<file path="src/design/bus_pkg.sv">
package bus_pkg;

  parameter int ADDR_W    = 32;
  parameter int WORD_W    = 32;
  parameter int OPERAND_W = 28;  // low instruction bits, zero-extended to an address

  typedef logic [ADDR_W-1:0] addr_t;
  typedef logic [WORD_W-1:0] word_t;
  typedef logic [7:0]        byte_t;
  typedef logic [3:0]        slot_t;  // 0 idle, 1..9 frame slots

  // opcode sits in the top nibble of the instruction word
  typedef enum logic [3:0] {
    LDA = 4'd1,
    ADD = 4'd2,
    STA = 4'd3,
    JMP = 4'd4,
    JZ  = 4'd5,
    HLT = 4'd6
  } opcode_t;

  typedef enum logic [1:0] {
    FETCH,
    EXEC,
    MEM,
    HALTED
  } cpu_state_t;

  localparam slot_t SLOT_IDLE = 4'd0;
  localparam slot_t SLOT_CMD  = 4'd5;  // command byte, last driven slot
  localparam slot_t SLOT_RD0  = 4'd6;  // first read byte
  localparam slot_t SLOT_LAST = 4'd9;

endpackage

</file>
<file path="src/design/cpu_bus_if.sv">
`timescale 1ns/1ns

// one processor access, valid/ready handshake
interface cpu_bus_if (
  input logic clk
);
  import bus_pkg::*;

  logic  valid;   // held until ready seen
  logic  we;
  addr_t addr;
  word_t wdata;
  logic  ready;   // single cycle pulse
  word_t rdata;   // good while ready is high

  modport cpu (
    input  clk,
    output valid,
    output we,
    output addr,
    output wdata,
    input  ready,
    input  rdata
  );

  modport bridge (
    input  clk,
    input  valid,
    input  we,
    input  addr,
    input  wdata,
    output ready,
    output rdata
  );

endinterface

</file>
<file path="src/design/acc_cpu.sv">
`timescale 1ns/1ns

module acc_cpu #(
  parameter bus_pkg::addr_t RESET_VECTOR = '0
) (
  input  logic   clk,
  input  logic   rst_n,
  input  logic   run,
  cpu_bus_if.cpu bus
);
  import bus_pkg::*;

  cpu_state_t state;
  addr_t      pc;
  word_t      acc;
  word_t      ir;       // instruction of the current step

  opcode_t    op;
  addr_t      operand;
  logic       done;     // handshake completes at this edge
  logic       fetch_go; // raise an instruction fetch
  logic       mem_go;   // raise the data access
  logic       acc_zero;
  addr_t      pc_inc;

  assign op       = opcode_t'(ir[WORD_W-1:OPERAND_W]);
  assign operand  = addr_t'(ir[OPERAND_W-1:0]);
  assign done     = bus.valid && bus.ready;
  assign acc_zero = (acc == '0);
  assign pc_inc   = pc + 32'd4;

  // a new access only goes out while run is high
  assign fetch_go = (state == FETCH) && run && !bus.valid;
  assign mem_go   = (state == MEM) && run && !bus.valid;

  always_ff @(posedge clk or negedge rst_n) begin
    if (!rst_n) begin
      state     <= FETCH;
      pc        <= RESET_VECTOR;
      acc       <= '0;
      bus.valid <= 1'b0;
    end else begin
      case (state)
        FETCH: begin
          if (fetch_go) begin
            bus.valid <= 1'b1;
          end else if (done) begin
            bus.valid <= 1'b0;
            state     <= EXEC;
          end
        end

        EXEC: begin
          case (op)
            LDA, ADD, STA: begin
              state <= MEM;
            end
            JMP: begin
              pc    <= operand;
              state <= FETCH;
            end
            JZ: begin
              pc    <= acc_zero ? operand : pc_inc; // untaken falls through
              state <= FETCH;
            end
            HLT: begin
              state <= HALTED;
            end
            default: begin  // unused opcodes do nothing
              pc    <= pc_inc;
              state <= FETCH;
            end
          endcase
        end

        MEM: begin
          if (mem_go) begin
            bus.valid <= 1'b1;
          end else if (done) begin
            bus.valid <= 1'b0;
            pc        <= pc_inc;
            state     <= FETCH;
            if (op == LDA) begin
              acc <= bus.rdata;
            end else if (op == ADD) begin
              acc <= acc + bus.rdata;  // wraps at 32 bits
            end
          end
        end

        HALTED: begin
          state <= HALTED;  // stays here until reset
        end

        default: begin
          state <= FETCH;
        end
      endcase
    end
  end

  // access payload, loaded together with valid
  always_ff @(posedge clk) begin
    if (fetch_go) begin
      bus.addr  <= pc;
      bus.we    <= 1'b0;
      bus.wdata <= acc;
    end else if (mem_go) begin
      bus.addr  <= operand;
      bus.we    <= (op == STA);
      bus.wdata <= acc;
    end

    if ((state == FETCH) && done) begin
      ir <= bus.rdata;
    end
  end

endmodule

</file>
<file path="src/design/pin_bridge.sv">
`timescale 1ns/1ns

module pin_bridge (
  input  logic           clk,
  input  logic           rst_n,
  cpu_bus_if.bridge      bus,
  output bus_pkg::byte_t uo_out,
  output bus_pkg::byte_t uio_out,
  output bus_pkg::byte_t uio_oe,
  input  bus_pkg::byte_t uio_in
);
  import bus_pkg::*;

  slot_t      slot;       // slot now on the pins
  slot_t      slot_nxt;
  logic       start;

  addr_t      addr_q;
  word_t      wdata_q;
  logic       we_q;
  word_t      rd_shift;   // read bytes, lsb first

  addr_t      frame_addr;
  word_t      frame_wdata;
  logic       frame_we;
  logic [1:0] byte_idx;
  logic       rd_slot;

  byte_t      uo_nxt;
  byte_t      uio_nxt;
  byte_t      oe_nxt;

  // no new frame in the ready cycle, valid is still up then
  assign start = bus.valid && (slot == SLOT_IDLE) && !bus.ready;

  always_comb begin
    if (start) begin
      slot_nxt = 4'd1;
    end else if ((slot == SLOT_IDLE) || (slot == SLOT_LAST)) begin
      slot_nxt = SLOT_IDLE;
    end else begin
      slot_nxt = slot + 4'd1;
    end
  end

  // slot 1 is built straight from the bus, later slots from the latch
  assign frame_addr  = start ? bus.addr  : addr_q;
  assign frame_wdata = start ? bus.wdata : wdata_q;
  assign frame_we    = start ? bus.we    : we_q;
  assign byte_idx    = slot_nxt[1:0] - 2'd1;  // slots 1..4 -> bytes 0..3

  always_comb begin
    uo_nxt  = '0;
    uio_nxt = '0;
    oe_nxt  = '0;
    case (slot_nxt)
      4'd1, 4'd2, 4'd3, 4'd4: begin
        uo_nxt  = frame_addr[byte_idx*8 +: 8];
        uio_nxt = frame_we ? frame_wdata[byte_idx*8 +: 8] : '0;
        oe_nxt  = '1;
      end
      SLOT_CMD: begin
        uo_nxt = {7'b0, frame_we};  // bit 0 is write
        oe_nxt = '1;
      end
      default: begin
      end
    endcase
  end

  always_ff @(posedge clk or negedge rst_n) begin
    if (!rst_n) begin
      slot      <= SLOT_IDLE;
      bus.ready <= 1'b0;
      uo_out    <= '0;
      uio_out   <= '0;
      uio_oe    <= '0;
    end else begin
      slot      <= slot_nxt;
      bus.ready <= (slot == SLOT_LAST);
      uo_out    <= uo_nxt;
      uio_out   <= uio_nxt;
      uio_oe    <= oe_nxt;
    end
  end

  assign rd_slot = (slot >= SLOT_RD0) && (slot <= SLOT_LAST);

  always_ff @(posedge clk) begin
    if (start) begin
      addr_q  <= bus.addr;
      wdata_q <= bus.wdata;
      we_q    <= bus.we;
    end
    if (rd_slot) begin
      rd_shift <= {uio_in, rd_shift[WORD_W-1:8]};  // end of slot sample
    end
  end

  assign bus.rdata = rd_shift;  // full word by the ready cycle

endmodule

</file>
<file path="src/design/cpu_handler_top.sv">
`timescale 1ns/1ns

module cpu_handler_top #(
  parameter bus_pkg::addr_t RESET_VECTOR = '0
) (
  input  logic [7:0] ui_in,
  output logic [7:0] uo_out,
  input  logic [7:0] uio_in,
  output logic [7:0] uio_out,
  output logic [7:0] uio_oe,
  input  logic       ena,
  input  logic       clk,
  input  logic       rst_n
);

  logic unused;

  cpu_bus_if bus_if (.clk(clk));

  acc_cpu #(
    .RESET_VECTOR(RESET_VECTOR)
  ) u_cpu (
    .clk  (clk),
    .rst_n(rst_n),
    .run  (ui_in[0]),  // run enable
    .bus  (bus_if.cpu)
  );

  pin_bridge u_bridge (
    .clk    (clk),
    .rst_n  (rst_n),
    .bus    (bus_if.bridge),
    .uo_out (uo_out),
    .uio_out(uio_out),
    .uio_oe (uio_oe),
    .uio_in (uio_in)
  );

  // pins with no function here
  assign unused = &{ena, ui_in[7:1], 1'b0};

endmodule

</file>
<file path="config.mk">
export PLATFORM = sky130hd
export DESIGN_NAME = cpu_handler_top
export DESIGN_NICKNAME = d
export VERILOG_FILES = /design/src/design/bus_pkg.sv /design/src/design/cpu_bus_if.sv /design/src/design/acc_cpu.sv /design/src/design/pin_bridge.sv /design/src/design/cpu_handler_top.sv
export SDC_FILE = /design/constraint.sdc
export NUM_CORES = 1
export LEC_CHECK = 0
export BUFFER_PORTS_ARGS = -buffer_cell sky130_fd_sc_hd__buf_2
export CELL_PAD_IN_SITES_DETAIL_PLACEMENT = 1
export CELL_PAD_IN_SITES_GLOBAL_PLACEMENT = 1
export CORE_UTILIZATION = 50
export DETAILED_ROUTE_END_ITERATION = 10
export GPL_ROUTABILITY_DRIVEN = 1
export PLACE_DENSITY_LB_ADDON = 0.2
export SLEW_MARGIN = 20
export SYNTH_ARGS = -nofsm -noshare
export SYNTH_HDL_FRONTEND = slang
export SYNTH_SLANG_ARGS = --single-unit
</file>
<file path="constraint.sdc">
create_clock -name clk -period 4.4 [get_ports clk]
set_input_delay 0.22 -clock clk [delete_from_list [all_inputs] [get_ports clk]]
set_output_delay 0.22 -clock clk [all_outputs]
set_load 0.1 [all_outputs]
</file>
Yosys cells after proc, flatten, opt, wreduce, memory -nomap -nowiden

Index checks and enable logic that the tools add are counted.

Add/sub/neg operators: 4
Equal/unequal tests: 20
Divide/modulo/power cells: 0
Bitwise logic cells: 1
Shift operators: 2
Mux-type cells: 30
Reductions and logical operators: 26
Multiply operators: 0
$lt $le $gt $ge: 2

Operator list:

| kind                  | number |
|---|---|
| $mux 32               | 11 |
| $pmux 32 s3           | 1 |
| $pmux 32 s2           | 1 |
| $shiftx 32x6->8       | 2 |
| $add 32x3->32 const B | 1 |
| $add 32x32->32        | 1 |
| $logic_not 32->1      | 1 |
| $mux 8                | 3 |
| $eq 4x3->1 const B    | 5 |
| $eq 4x2->1 const B    | 4 |
| $pmux 8 s2            | 1 |
| $reduce_and 4->1      | 3 |
| $logic_and 1x1->1     | 9 |
| $eq 4x1->1 const B    | 2 |
| $mux 2                | 4 |
| $mux 4                | 2 |
| $pmux 2 s4            | 1 |
| $reduce_bool 2->1     | 4 |
| $reduce_or 4->1       | 2 |
| $ne 2x2->1 const B    | 3 |
| $reduce_or 5->1       | 1 |
| $add 4x1->4 const B   | 1 |
| $eq 2x2->1 const B    | 2 |
| $eq 4x4->1 const B    | 1 |
| other kinds (14)      | 19 |

Output and inout bits: 24
Bits in writable memories: 0
Word-level logic and storage cells: 102
Flip-flop bits (word level): 290
Memories: 0
Latch bits: 0
Bits in read-only memories: 0

Depth between registers and ports, before layout

Gate-level depths: netlist of run 1.

Word-level depth: 8
Gate-level depth with buffers: 14

By module

From an unflattened synthesis of run 1, not the netlist that was laid out.

Cell total of the unflattened synthesis: 1349
Area, all modules: 13504.2 um2

By module, submodules not included:

| module     | times used | seq. area each (um2) | cells each | area an instance (um2) |
|---|---|---|---|---|
| acc_cpu    | 1          | 4579.4               | 828        | 8627.0 |
| pin_bridge | 1          | 2812.7               | 521        | 4877.2 |

Least setup slack after synthesis of run 1

Ideal clock, no wire load.

Path type: register to register
From: reg u_bridge.slot[1]
To: reg u_bridge.rd_shift[0], in the netlist u_bridge.bus.rdata[0], enable pin
Path slack: 0.803 ns
Data required time: 3.930 ns
Period minus slack after synthesis: 3.597 ns
Library setup time: 0.470 ns
Arrival time: 3.128 ns
Cell stages (with the launch flop): 5
Cells stage by stage: dfrtp_1 -> inv_1 -> ha_1 -> nor2_1 -> o31ai_1

Longest elaborated chain between the ends: 2
Elaborated cells on any way between the ends: 3
Classes of those cells: order compare (2); reduce/logical (1)

RTL lines:

| item                                            | line             | text |
|---|---|---|
| start, declared                                 | pin_bridge.sv:14 | `slot_t slot;` |
| start signal, assigned                          | pin_bridge.sv:79 | `slot <= slot_nxt;` |
| $ge 4x3->1 / $le 4x4->1 (equally long branches) | pin_bridge.sv:87 | `assign rd_slot = (slot >= SLOT_RD0) && (slot <= SLOT_LAST);` |
| $logic_and 1x1->1 *                             | pin_bridge.sv:87 |  |
| net u_bridge.rd_slot                            | pin_bridge.sv:27 | `logic rd_slot;` |
| end signal, assigned                            | pin_bridge.sv:96 | `rd_shift <= {uio_in, rd_shift[WORD_W-1:8]};` |
| end, declared                                   | pin_bridge.sv:21 | `word_t rd_shift;` |

Mark *: on every way through the listed nets, which the timed path passes. The rest lies on a longest branch.
A chain may end at the register's enable or synchronous reset.

Worst setup path in the final report of run 1

From: reg u_bridge.rd_shift[0], in the netlist u_bridge.bus.rdata[0]
To: reg u_cpu.acc[24]

Longest elaborated chain between the ends: 3

RTL lines:

| item                 | line          | text |
|---|---|---|
| $add 32x32->32       | acc_cpu.sv:86 | `acc <= acc + bus.rdata;` |
| $mux 32              | acc_cpu.sv:85 | `end else if (op == ADD) begin` |
| $mux 32              | acc_cpu.sv:83 | `if (op == LDA) begin` |
| end signal, assigned | acc_cpu.sv:84 | `acc <= bus.rdata;` |
| end signal, assigned | acc_cpu.sv:86 |  |
| end, declared        | acc_cpu.sv:15 | `word_t acc;` |

No other way between the ends. The select of a mux whose other input is x is not followed.

==> impl_results.md, run 1 <==
- Outcome: complete, no violations
- DP Area: 13200 um2
- Setup violators final: 0
- Total Routed Length: 34.0 mm
- Post-synthesis simple-gate area fraction: 0.170
- # DRC: 0
- Worst slew pin tran: 942 ps
- Core Region: 25100 um2
- GP Congestion: 0.828
- Worst setup SP type: flop
- Yosys warns: 0
- DR vias/cell: 5.80
- Slowest CP cell: edfxtp_1
- Inserted Diodes: 0
- Crit path from: u_bridge.bus.rdata[0]$_DFFE_PP_
- TNS Setup: 0 ps
- Synth Area in Compound Gates: 0.104
- Critical path capture point: u_cpu.acc[24]$_DFFE_PN0P_
- Worst R2R Start: u_bridge.bus.rdata[0]$_DFFE_PP_
- Syn Area/Cell: 10.9 um2
- Area grow syn2layout: 11.5%
- HPWL after DPL: 23.4 mm
- Hold slack: 170 ps
- Cts bufs inserted: 29
- Share of the synthesized area in the top cell type: 0.301
- Top cell type by total area after synthesis: edfxtp_1
- Fillcell total: 2686
- Post-synthesis cell area: 12800 um2
- Syn Inst Count: 1174
- Global-route wire length before repair: 53.5 mm
- Fin nets: 1267
- Final antenna-violating net count: 0
- Type of the worst min-delay path: input port to flop
- CTS tree: built
- Yosys cell types: 75
- Share of cells above drive strength 1: 0.138
- Final hold vios: 0
- GRT Util Overall: 0.267
- Post-Syn Nets: 1235
- Share of synthesized flip-flops with an asynchronous set or reset: 0.314
- Grt total ovfl: 0
- Synth top cells by count: 275 x nand2_1, 128 x edfxtp_1, 89 x dfrtp_1
- Worst-path fanout max: 5
- Wire length per cell: 21.8 um
- Leak: 0.00596 uW
- PortBufs: 34
- Ports: 43
- DR pass1 iterations: 4
- Reg-to-reg endpoint: u_cpu.acc[24]$_DFFE_PN0P_
- Top-count cell post-synth: nand2_1
- Worst reg2reg setup slack: 1110 ps
- Worst Path Required: 4820 ps
- Layout Skew: 15.5 ps
- Crit path kind: flop to flop
- WP buf/inv: 0
- Register area: 7390 um2
- Synthesized flop and latch total: 283
- Main combinational cell family by area after synthesis: simple AND/OR/NAND/NOR gates
- Xor and xnor fraction of the mapped netlist area: 0.0268
- Mux cell area share after synthesis: 0.0527
- CTS root buf: clkbuf_16
- Maximum root-to-sink buffer count: 3
- Clock Sinks: 283
- Clock slew at reported path FFs: 60 ps
- Fin. max-slew vios: 0
- Synth Flop Type: edfxtp_1
- H-tree Lvls: 1
- Post-synthesis adder-cell area fraction: 0.0418
- EDFF count, synth: 128
- MaxCap Viol Count: 0
- Starting Density: 0.508
- RSZ-0062 raised after global routing: false
- Fmax: 304 MHz
- Seq/Total Area, Yosys: 0.580
- Die Ht: 162 um
- DR iter-0 viols: 613
- Final instance area: 14200 um2
- Period utilization: 0.747
- Slew HR: 0.370
- Crit-path leading delay family: compound AO/OA/AOI/OAI gates
- Die width: 162 um
- Worst vdd ir: 0.646 mV
- Max incr delay on CP: 420 ps
- Min Tclk post-route: 3290 ps
- CP Capture Type: flop
- Path depth of the worst reg2reg path: 11
- Initial antenna violation count: 0
- Row count: 58
- Number of global-route vias before repair: 9364
- Crit. path cell count: 11
- CP Data Arrival Time: 3700 ps
- CP Cell Sequence: ha_1 -> fa_1 -> a21oi_1 -> o21ai_0 -> a31oi_1 -> a21oi_2 -> o211ai_2 -> a21boi_0 -> or3_1 -> a311oi_1 -> nor2_1
- Footprint of the multi-input gates: 5080 um2
- Die area: 26100 um2
- Synth area leaders: edfxtp_1 30%, dfrtp_1 17%, dfxtp_1 10%
- Via Count: 9035
- Largest net degree at the start of global routing: 66
- Worst-Skew Late Latency: 550 ps
- Pwr dens: 746 nW/um2
worst min-delay path: stages:
cell and delay, ps:
buf_2 100, or3b_2 290, nand2_1 70
worst min-delay path by stage:
stage	startpoint	endpoint	slack (ps)	cells past startpoint
3_5_place_dp	rst_n	u_bridge.uo_out[7]$_DFF_PN0_	400	1
3_3_place_gp	rst_n	u_bridge.uo_out[7]$_DFF_PN0_	390	1
6_report	ui_in[0]	u_cpu.bus.valid$_DFFE_PN0P_	170	3
4_1_cts	ui_in[0]	u_cpu.bus.valid$_DFFE_PN0P_	160	3
5_1_grt	ui_in[0]	u_cpu.bus.valid$_DFFE_PN0P_	180	3
2_1_floorplan	rst_n	u_bridge.bus.ready$_DFF_PN0_	-80	0
flip-flops by register name, summed over array words and instances, names as in the netlist, 2 cells and up:
signal and flops:
u_bridge.addr_q 32, u_bridge.bus.rdata 32, u_bridge.wdata_q 32, u_cpu.acc 32, u_cpu.bus.addr 32, u_cpu.bus.wdata 32
u_cpu.ir 32, u_cpu.pc 32, u_bridge.uio_out 8, u_bridge.uo_out 8, u_bridge.slot 4, u_cpu.state 2
report_power, final:
group	switching [uW]	internal (uW)
sequential	592	3620
clock	1010	1390
combinational	2490	1510
cell families after synthesis:
group | count (synthesis)
compound gates | 207
xor+xnor | 39
fa+ha+maj | 42
buf+inv | 70
flops | 283
mux | 46
simple gates | 487
final cells by class:
type                            count  area share
Clock buffer                       40      0.0564
Multi-Input combinational cell    821       0.357
Inverter                           14     0.00370
Sequential cell                   283       0.520
Clock inverter                     13     0.00801
Timing Repair Buffer               57      0.0259
Tap cell                          330      0.0290
stage by stage:
step                      power [uW]  worst slack, ps   util  std cells
after floorplan                 7150              803      -       1174
after global placement          8060             1370  0.526       1496
after detailed placement        8250             1210  0.526       1496
after CTS                      10700             1190  0.566       1558
after global routing           11200             1010  0.566       1558
final                          10600             1110  0.566       1558
layout by cell type, fill, tap and decap left out, types with 8 or more instances in the layout:
master         count
clkbuf_16         30
nand2_1          275
a21oi_1           71
clkbuf_1           8
xor2_1            16
mux4_2            14
nor3_1             8
xnor2_1           23
and3_1            13
ha_1              41
dfrtp_1           89
nand3_1           30
inv_1             13
dfxtp_1           66
edfxtp_1         128
dlygate4sd3_1      9
o21ai_0           53
mux2_2            29
a21o_1            11
buf_4             15
a31oi_1           16
nor2b_1           20
nor2_1            73
buf_2             33
and2_1             8
clkinv_2           8
nor4_1             9
nand4_1           10
layer usage:
layer,vias up,track usage,wire length (um)
li1,4225,-,-
met1,4553,0.378,15300
met2,204,0.435,16400
met3,53,0.0294,1540
met4,0,0.0819,813
met5,-,0,0
what timing repair did:
item,in CTS,in global routing
endpoints found under the setup margin,0,0
hold endpoints to repair,66,0
buffers inserted,0,0
resized for setup,0,0
hold buffers,9,0
Note: power is estimated with default switching activity, not from simulation.
==> inputs of run 2 (changes only) <==
Settings changed: CORE_UTILIZATION 50 to 45.
Clock period 4.4 ns to 2.7 ns, I/O delays scaled along.
==> impl_results.md, run 2 (synthesized netlist as in run 1, its figures left out) <==
- Slew HR: 0.452
- CP Capture Type: flop
- Setup violators final: 0
- DP Area: 14100 um2
- Die area: 29000 um2
- Hold path cells: 3
- Layout Skew: 13.9 ps
- RSZ-0062 raised after global routing: true
- CP Data Arrival Time: 3110 ps
- Total Routed Length: 36.2 mm
- DR pass1 iterations: 5
- Path depth of the worst reg2reg path: 11
- Reg-to-reg endpoint: u_cpu.acc[31]$_DFFE_PN0P_
- Clock Sinks: 283
- Final hold vios: 0
- Fmax: 372 MHz
- Final antenna-violating net count: 0
- Fin nets: 1373
- Maximum root-to-sink buffer count: 3
- Core Region: 27900 um2
- Starting Density: 0.458
- Hold worst-path end: u_cpu.bus.valid$_DFFE_PN0P_
- Row count: 61
- DR iter-0 viols: 612
- Die Ht: 170 um
- Worst setup SP type: flop
- Clock power frac: 0.235
- CP Cell Sequence: ha_4 -> a211oi_2 -> o31ai_2 -> a211oi_2 -> buf_4 -> nor2_4 -> a2111oi_4 -> o41ai_4 -> o21a_1 -> a21oi_2 -> a21oi_1
- Worst Path Required: 3120 ps
- Worst-Skew Late Latency: 570 ps
- Sw Ratio: 0.382
- Via Count: 9448
- Post-layout util: 0.557
- HPWL after DPL: 25.2 mm
- Flop pwr share: 0.354
- Ports: 43
- Grt total ovfl: 0
- Gate power share: 0.412
- Area grow syn2layout: 21.6%
- MaxCap Viol Count: 0
- Worst-path fanout max: 4
- H-tree Lvls: 1
- Number of global-route vias before repair: 9788
- Worst R2R Start: u_bridge.bus.rdata[1]$_DFFE_PP_
- CTS tree: built
- Final instance area: 15500 um2
- Post-Place Cells: 1637
- Clock slew at reported path FFs: 60 ps
- Most common cell on crit path: a211oi_2
- Max incr delay on CP: 460 ps
- Pwr Total: 18800 uW
- Min Tclk post-route: 2690 ps
- Crit path from: u_bridge.bus.rdata[1]$_DFFE_PP_
- GRT Util Overall: 0.257
- Wire length per cell: 21.1 um
- Leak: 0.00654 uW
- Internal Power: 11600 uW
- PortBufs: 34
- Period utilization: 0.996
- Fin. max-slew vios: 0
- Cts bufs inserted: 31
- Post-route insts no fill: 1715
- Crit path kind: flop to flop
- Largest net degree at the start of global routing: 66
- Initial antenna violation count: 0
- Share of cells above drive strength 1: 0.231
- Die width: 170 um
- Worst vdd ir: 0.584 mV
- Commonest non-fill, non-tap cell in the layout: nand2_1
- Sw power: 7170 uW
- Inserted Diodes: 0
- DR vias/cell: 5.51
- GP Congestion: 0.881
- Worst reg2reg setup slack: 10 ps
- Most frequent cells in the layout: 273 x nand2_1, 128 x edfxtp_1, 110 x buf_4
- Worst slew pin tran: 819 ps
- CTS root buf: clkbuf_16
- Global-route wire length before repair: 56.8 mm
- Pre-CTS WS: -151 ps
- Outcome: complete, no violations
- # DRC: 0
- Fin worst setup slack: 9.97 ps
- Slowest CP cell: edfxtp_1
- Type of the worst min-delay path: input port to flop
- HP Start: ui_in[0]
- Pwr dens: 1210 nW/um2
[run 2: cell types whose count changed in the layout (fill, tap and decap cells not counted), sizes merged]
cell / change
bufinv: +3
inv: -1
clkbuf: -1
clkinvlp: +4
dlygate4sd3: +1
buf: +103
[run 2: worst max path at each step]
stage	to	slack, ps	cells past startpoint
after floorplan	u_bridge.uo_out[6]$_DFF_PN0_	-200	13
after global placement	u_cpu.acc[24]$_DFFE_PN0P_	-150	11
after detailed placement	u_cpu.acc[24]$_DFFE_PN0P_	-150	11
after CTS	u_cpu.acc[28]$_DFFE_PN0P_	-9	11
after global routing	u_cpu.acc[24]$_DFFE_PN0P_	-140	11
final	u_cpu.acc[31]$_DFFE_PN0P_	10	11
[run 2: what timing repair did]
item,in CTS,in global routing
setup buffers,4,6
pin swaps,12,12
resized for setup,12,25
cloned,0,0
setup endpoints to repair,8,40
hold buffers,10,0
endpoints found under the hold margin,97,0
[run 2: per-layer routing]
metal  vias to the layer above  GRT usage  share of wire
met5                         -          0              0
met4                         0     0.0697          0.025
met3                        55     0.0344          0.042
met2                       221      0.427           0.48
met1                      4732      0.352           0.45
li1                       4440          -              -
[run 2: stage by stage]
stage               setup TNS (ps)  hold slack (ps)
finish                           0             89.3
global route                  -628             75.1
CTS                          -8.87             68.6
detailed placement            -340             41.3
global placement              -160             45.5
floorplan                     -319             -161
[run 2: worst max-delay path: cells and delay by family (launching register included)]
family / cells / cell delay (ps)
fa+ha+maj: 1 / 260
flops: 1 / 460
compound gates: 8 / 1600
buf+inv: 1 / 170
simple gates: 1 / 50
[run 2: layout make-up]
cell class / instances / area, um2
Fill cell: 2952 / 12300
Timing Repair Buffer: 161 / 1230
Sequential cell: 283 / 7390
Tap cell: 378 / 473
Inverter: 14 / 67.6
Multi-Input combinational cell: 821 / 5290
Clock buffer: 39 / 816
Clock inverter: 19 / 241
[run 2: power by group through the flow]
stage / registers (uW) / clock network (uW) / logic (uW)
CTS: 6630 / 4490 / 7670
global placement: 6630 / 0 / 7340
global route: 6770 / 4660 / 8420
finish: 6640 / 4410 / 7730
floorplan: 6810 / 0 / 5160
detailed placement: 6680 / 0 / 7510
==> inputs of run 3 (changes only) <==
Settings changed: CORE_UTILIZATION 45 to 30.
==> impl_results.md, run 3 (synthesized netlist as in run 1, its figures left out) <==
- Wire length per cell: 19.8 um
- Inserted Diodes: 0
- Worst-path fanout max: 2
- Outcome: complete, no violations
- Slew HR: 0.556
- Hold slack: 119 ps
- Worst vdd ir: 0.842 mV
- Fillcell total: 4599
- Worst slew pin tran: 662 ps
- Final antenna-violating net count: 0
- Maximum root-to-sink buffer count: 3
- M1 wire length: 18.0 mm
- Gate power share: 0.423
- Row count: 75
- Sw power: 7430 uW
- Via Count: 9298
- Total Routed Length: 37.4 mm
- Sw Ratio: 0.384
- CP Data Arrival Time: 3040 ps
- # DRC: 0
- DR iter-0 viols: 489
- Area grow syn2layout: 25.5%
- Largest net degree at the start of global routing: 66
- H-tree Lvls: 2
- Core Region: 41900 um2
- Initial antenna violation count: 0
- Pwr Total: 19300 uW
- Worst Path Required: 3090 ps
- Clock power frac: 0.231
- Commonest non-fill, non-tap cell in the layout: nand2_1
- Period utilization: 0.982
- Worst-Skew Late Latency: 520 ps
- RSZ-0062 raised after global routing: true
- Min Tclk post-route: 2650 ps
- CTS tree: built
- Ports: 43
- Starting Density: 0.304
- Die area: 43300 um2
- Die width: 208 um
- GP Congestion: 0.824
- PortBufs: 34
- Routed wl met2: 17.4 mm
- MaxCap Viol Count: 0
- GRT Util Overall: 0.176
- Number of global-route vias before repair: 9749
- Fin. max-slew vios: 0
- Fin nets: 1387
- CP Capture Type: flop
- Pwr dens: 1210 nW/um2
- HPWL after DPL: 26.7 mm
- Share of cells above drive strength 1: 0.249
- Crit path kind: flop to flop
- Worst setup SP type: flop
- Layout Skew: 17.7 ps
- Grt total ovfl: 0
- Clock Sinks: 283
- Setup violators final: 0
- Top Layer Used: met4
- Most frequent cells in the layout: 273 x nand2_1, 128 x edfxtp_1, 119 x buf_4
- DR pass1 iterations: 4
- Flop pwr share: 0.346
- Cts bufs inserted: 34
- Fmax: 377 MHz
- Leak: 0.00664 uW
- DR vias/cell: 4.92
- Clock slew at reported path FFs: 60 ps
- Global-route wire length before repair: 58.4 mm
- CTS root buf: clkbuf_16
- Final hold vios: 0
- Die Ht: 208 um
- Type of the worst min-delay path: input port to async pin
- WL met3: 1.13 mm
- Internal Power: 11900 uW
## run 3: changes by cell type in the layout (fill, tap and decap cells not counted), sizes merged
cell         previous run  this run
buf                   151       163
bufinv                  5         2
clkbuf                 39        48
clkinv                 10         9
clkinvlp                4         3
dlygate4sd3            10         9
inv                    14        13
## run 3: cell type report
class                           instances  area [um2]  share of cell area
Multi-Input combinational cell        821        5430               0.339
Tap cell                              539         674              0.0421
Sequential cell                       283        7390               0.462
Clock buffer                           48         965              0.0603
Inverter                               14        67.6             0.00422
Clock inverter                         13         123             0.00766
Timing Repair Buffer                  172        1350              0.0844
## run 3: critical path: stages (launching register included)
cell,delay [ps]
edfxtp_1,410
ha_2,230
fa_2,370
a21oi_4,150
o21ai_2,90
a31oi_2,190
a21oi_2,120
o211ai_2,200
a21boi_1,100
or3_1,330
a311oi_2,260
nor2_1,60
## run 3: final timing paths
kind	startpoint	end	slack [ps]	depth (start not counted)
max	u_bridge.bus.rdata[0]$_DFFE_PP_	u_cpu.acc[24]$_DFFE_PN0P_	50	11
min	rst_n	u_cpu.pc[20]$_DFFE_PN0P_	120	2
max reg2reg	u_bridge.bus.rdata[0]$_DFFE_PP_	u_cpu.acc[24]$_DFFE_PN0P_	50	11
min reg2reg	u_cpu.bus.addr[31]$_SDFFCE_PN0P_	u_bridge.addr_q[31]$_DFF_P_	430	2
max in group asynchronous	rst_n	u_cpu.acc[10]$_DFFE_PN0P_	1810	3
min in group clk	ui_in[0]	u_cpu.bus.valid$_DFFE_PN0P_	120	3
## run 3: metal layers
metal,up-vias,track usage
met5,-,0
met1,4658,0.244
li1,4467,-
met4,0,0.0480
met3,44,0.0222
met2,129,0.288
## run 3: per-stage QoR
| stage | setup TNS (ps) | util | std cells | setup WS (ps) | area [um2] |
|---|---|---|---|---|---|
| 2_1_floorplan | -319 | - | 1174 | -205 | 12800 |
| 3_3_place_gp | -386 | 0.344 | 1810 | -224 | 14400 |
| 3_5_place_dp | -700 | 0.344 | 1810 | -270 | 14400 |
| 4_1_cts | 0 | 0.374 | 1883 | 0.550 | 15700 |
| 5_1_grt | -146 | 0.381 | 1890 | -55.5 | 16000 |
| 6_report | 0 | 0.381 | 1890 | 48.1 | 16000 |
## run 3: power groups by stage
stage / sequential, uW / clock, uW / combinational, uW
3_3_place_gp: 6700 / 0 / 7820
4_1_cts: 6670 / 4600 / 8060
6_report: 6700 / 4460 / 8170
3_5_place_dp: 6740 / 0 / 7950
2_1_floorplan: 6810 / 0 / 5160
5_1_grt: 6830 / 4750 / 8960
## run 3: timing repair
item                       in CTS  in global routing
buffers inserted                3                  8
setup endpoints to repair      15                 27
resized for setup              13                 46
hold endpoints to repair       69                  0
pin swaps                      10                 21
hold buffers                    9                  0
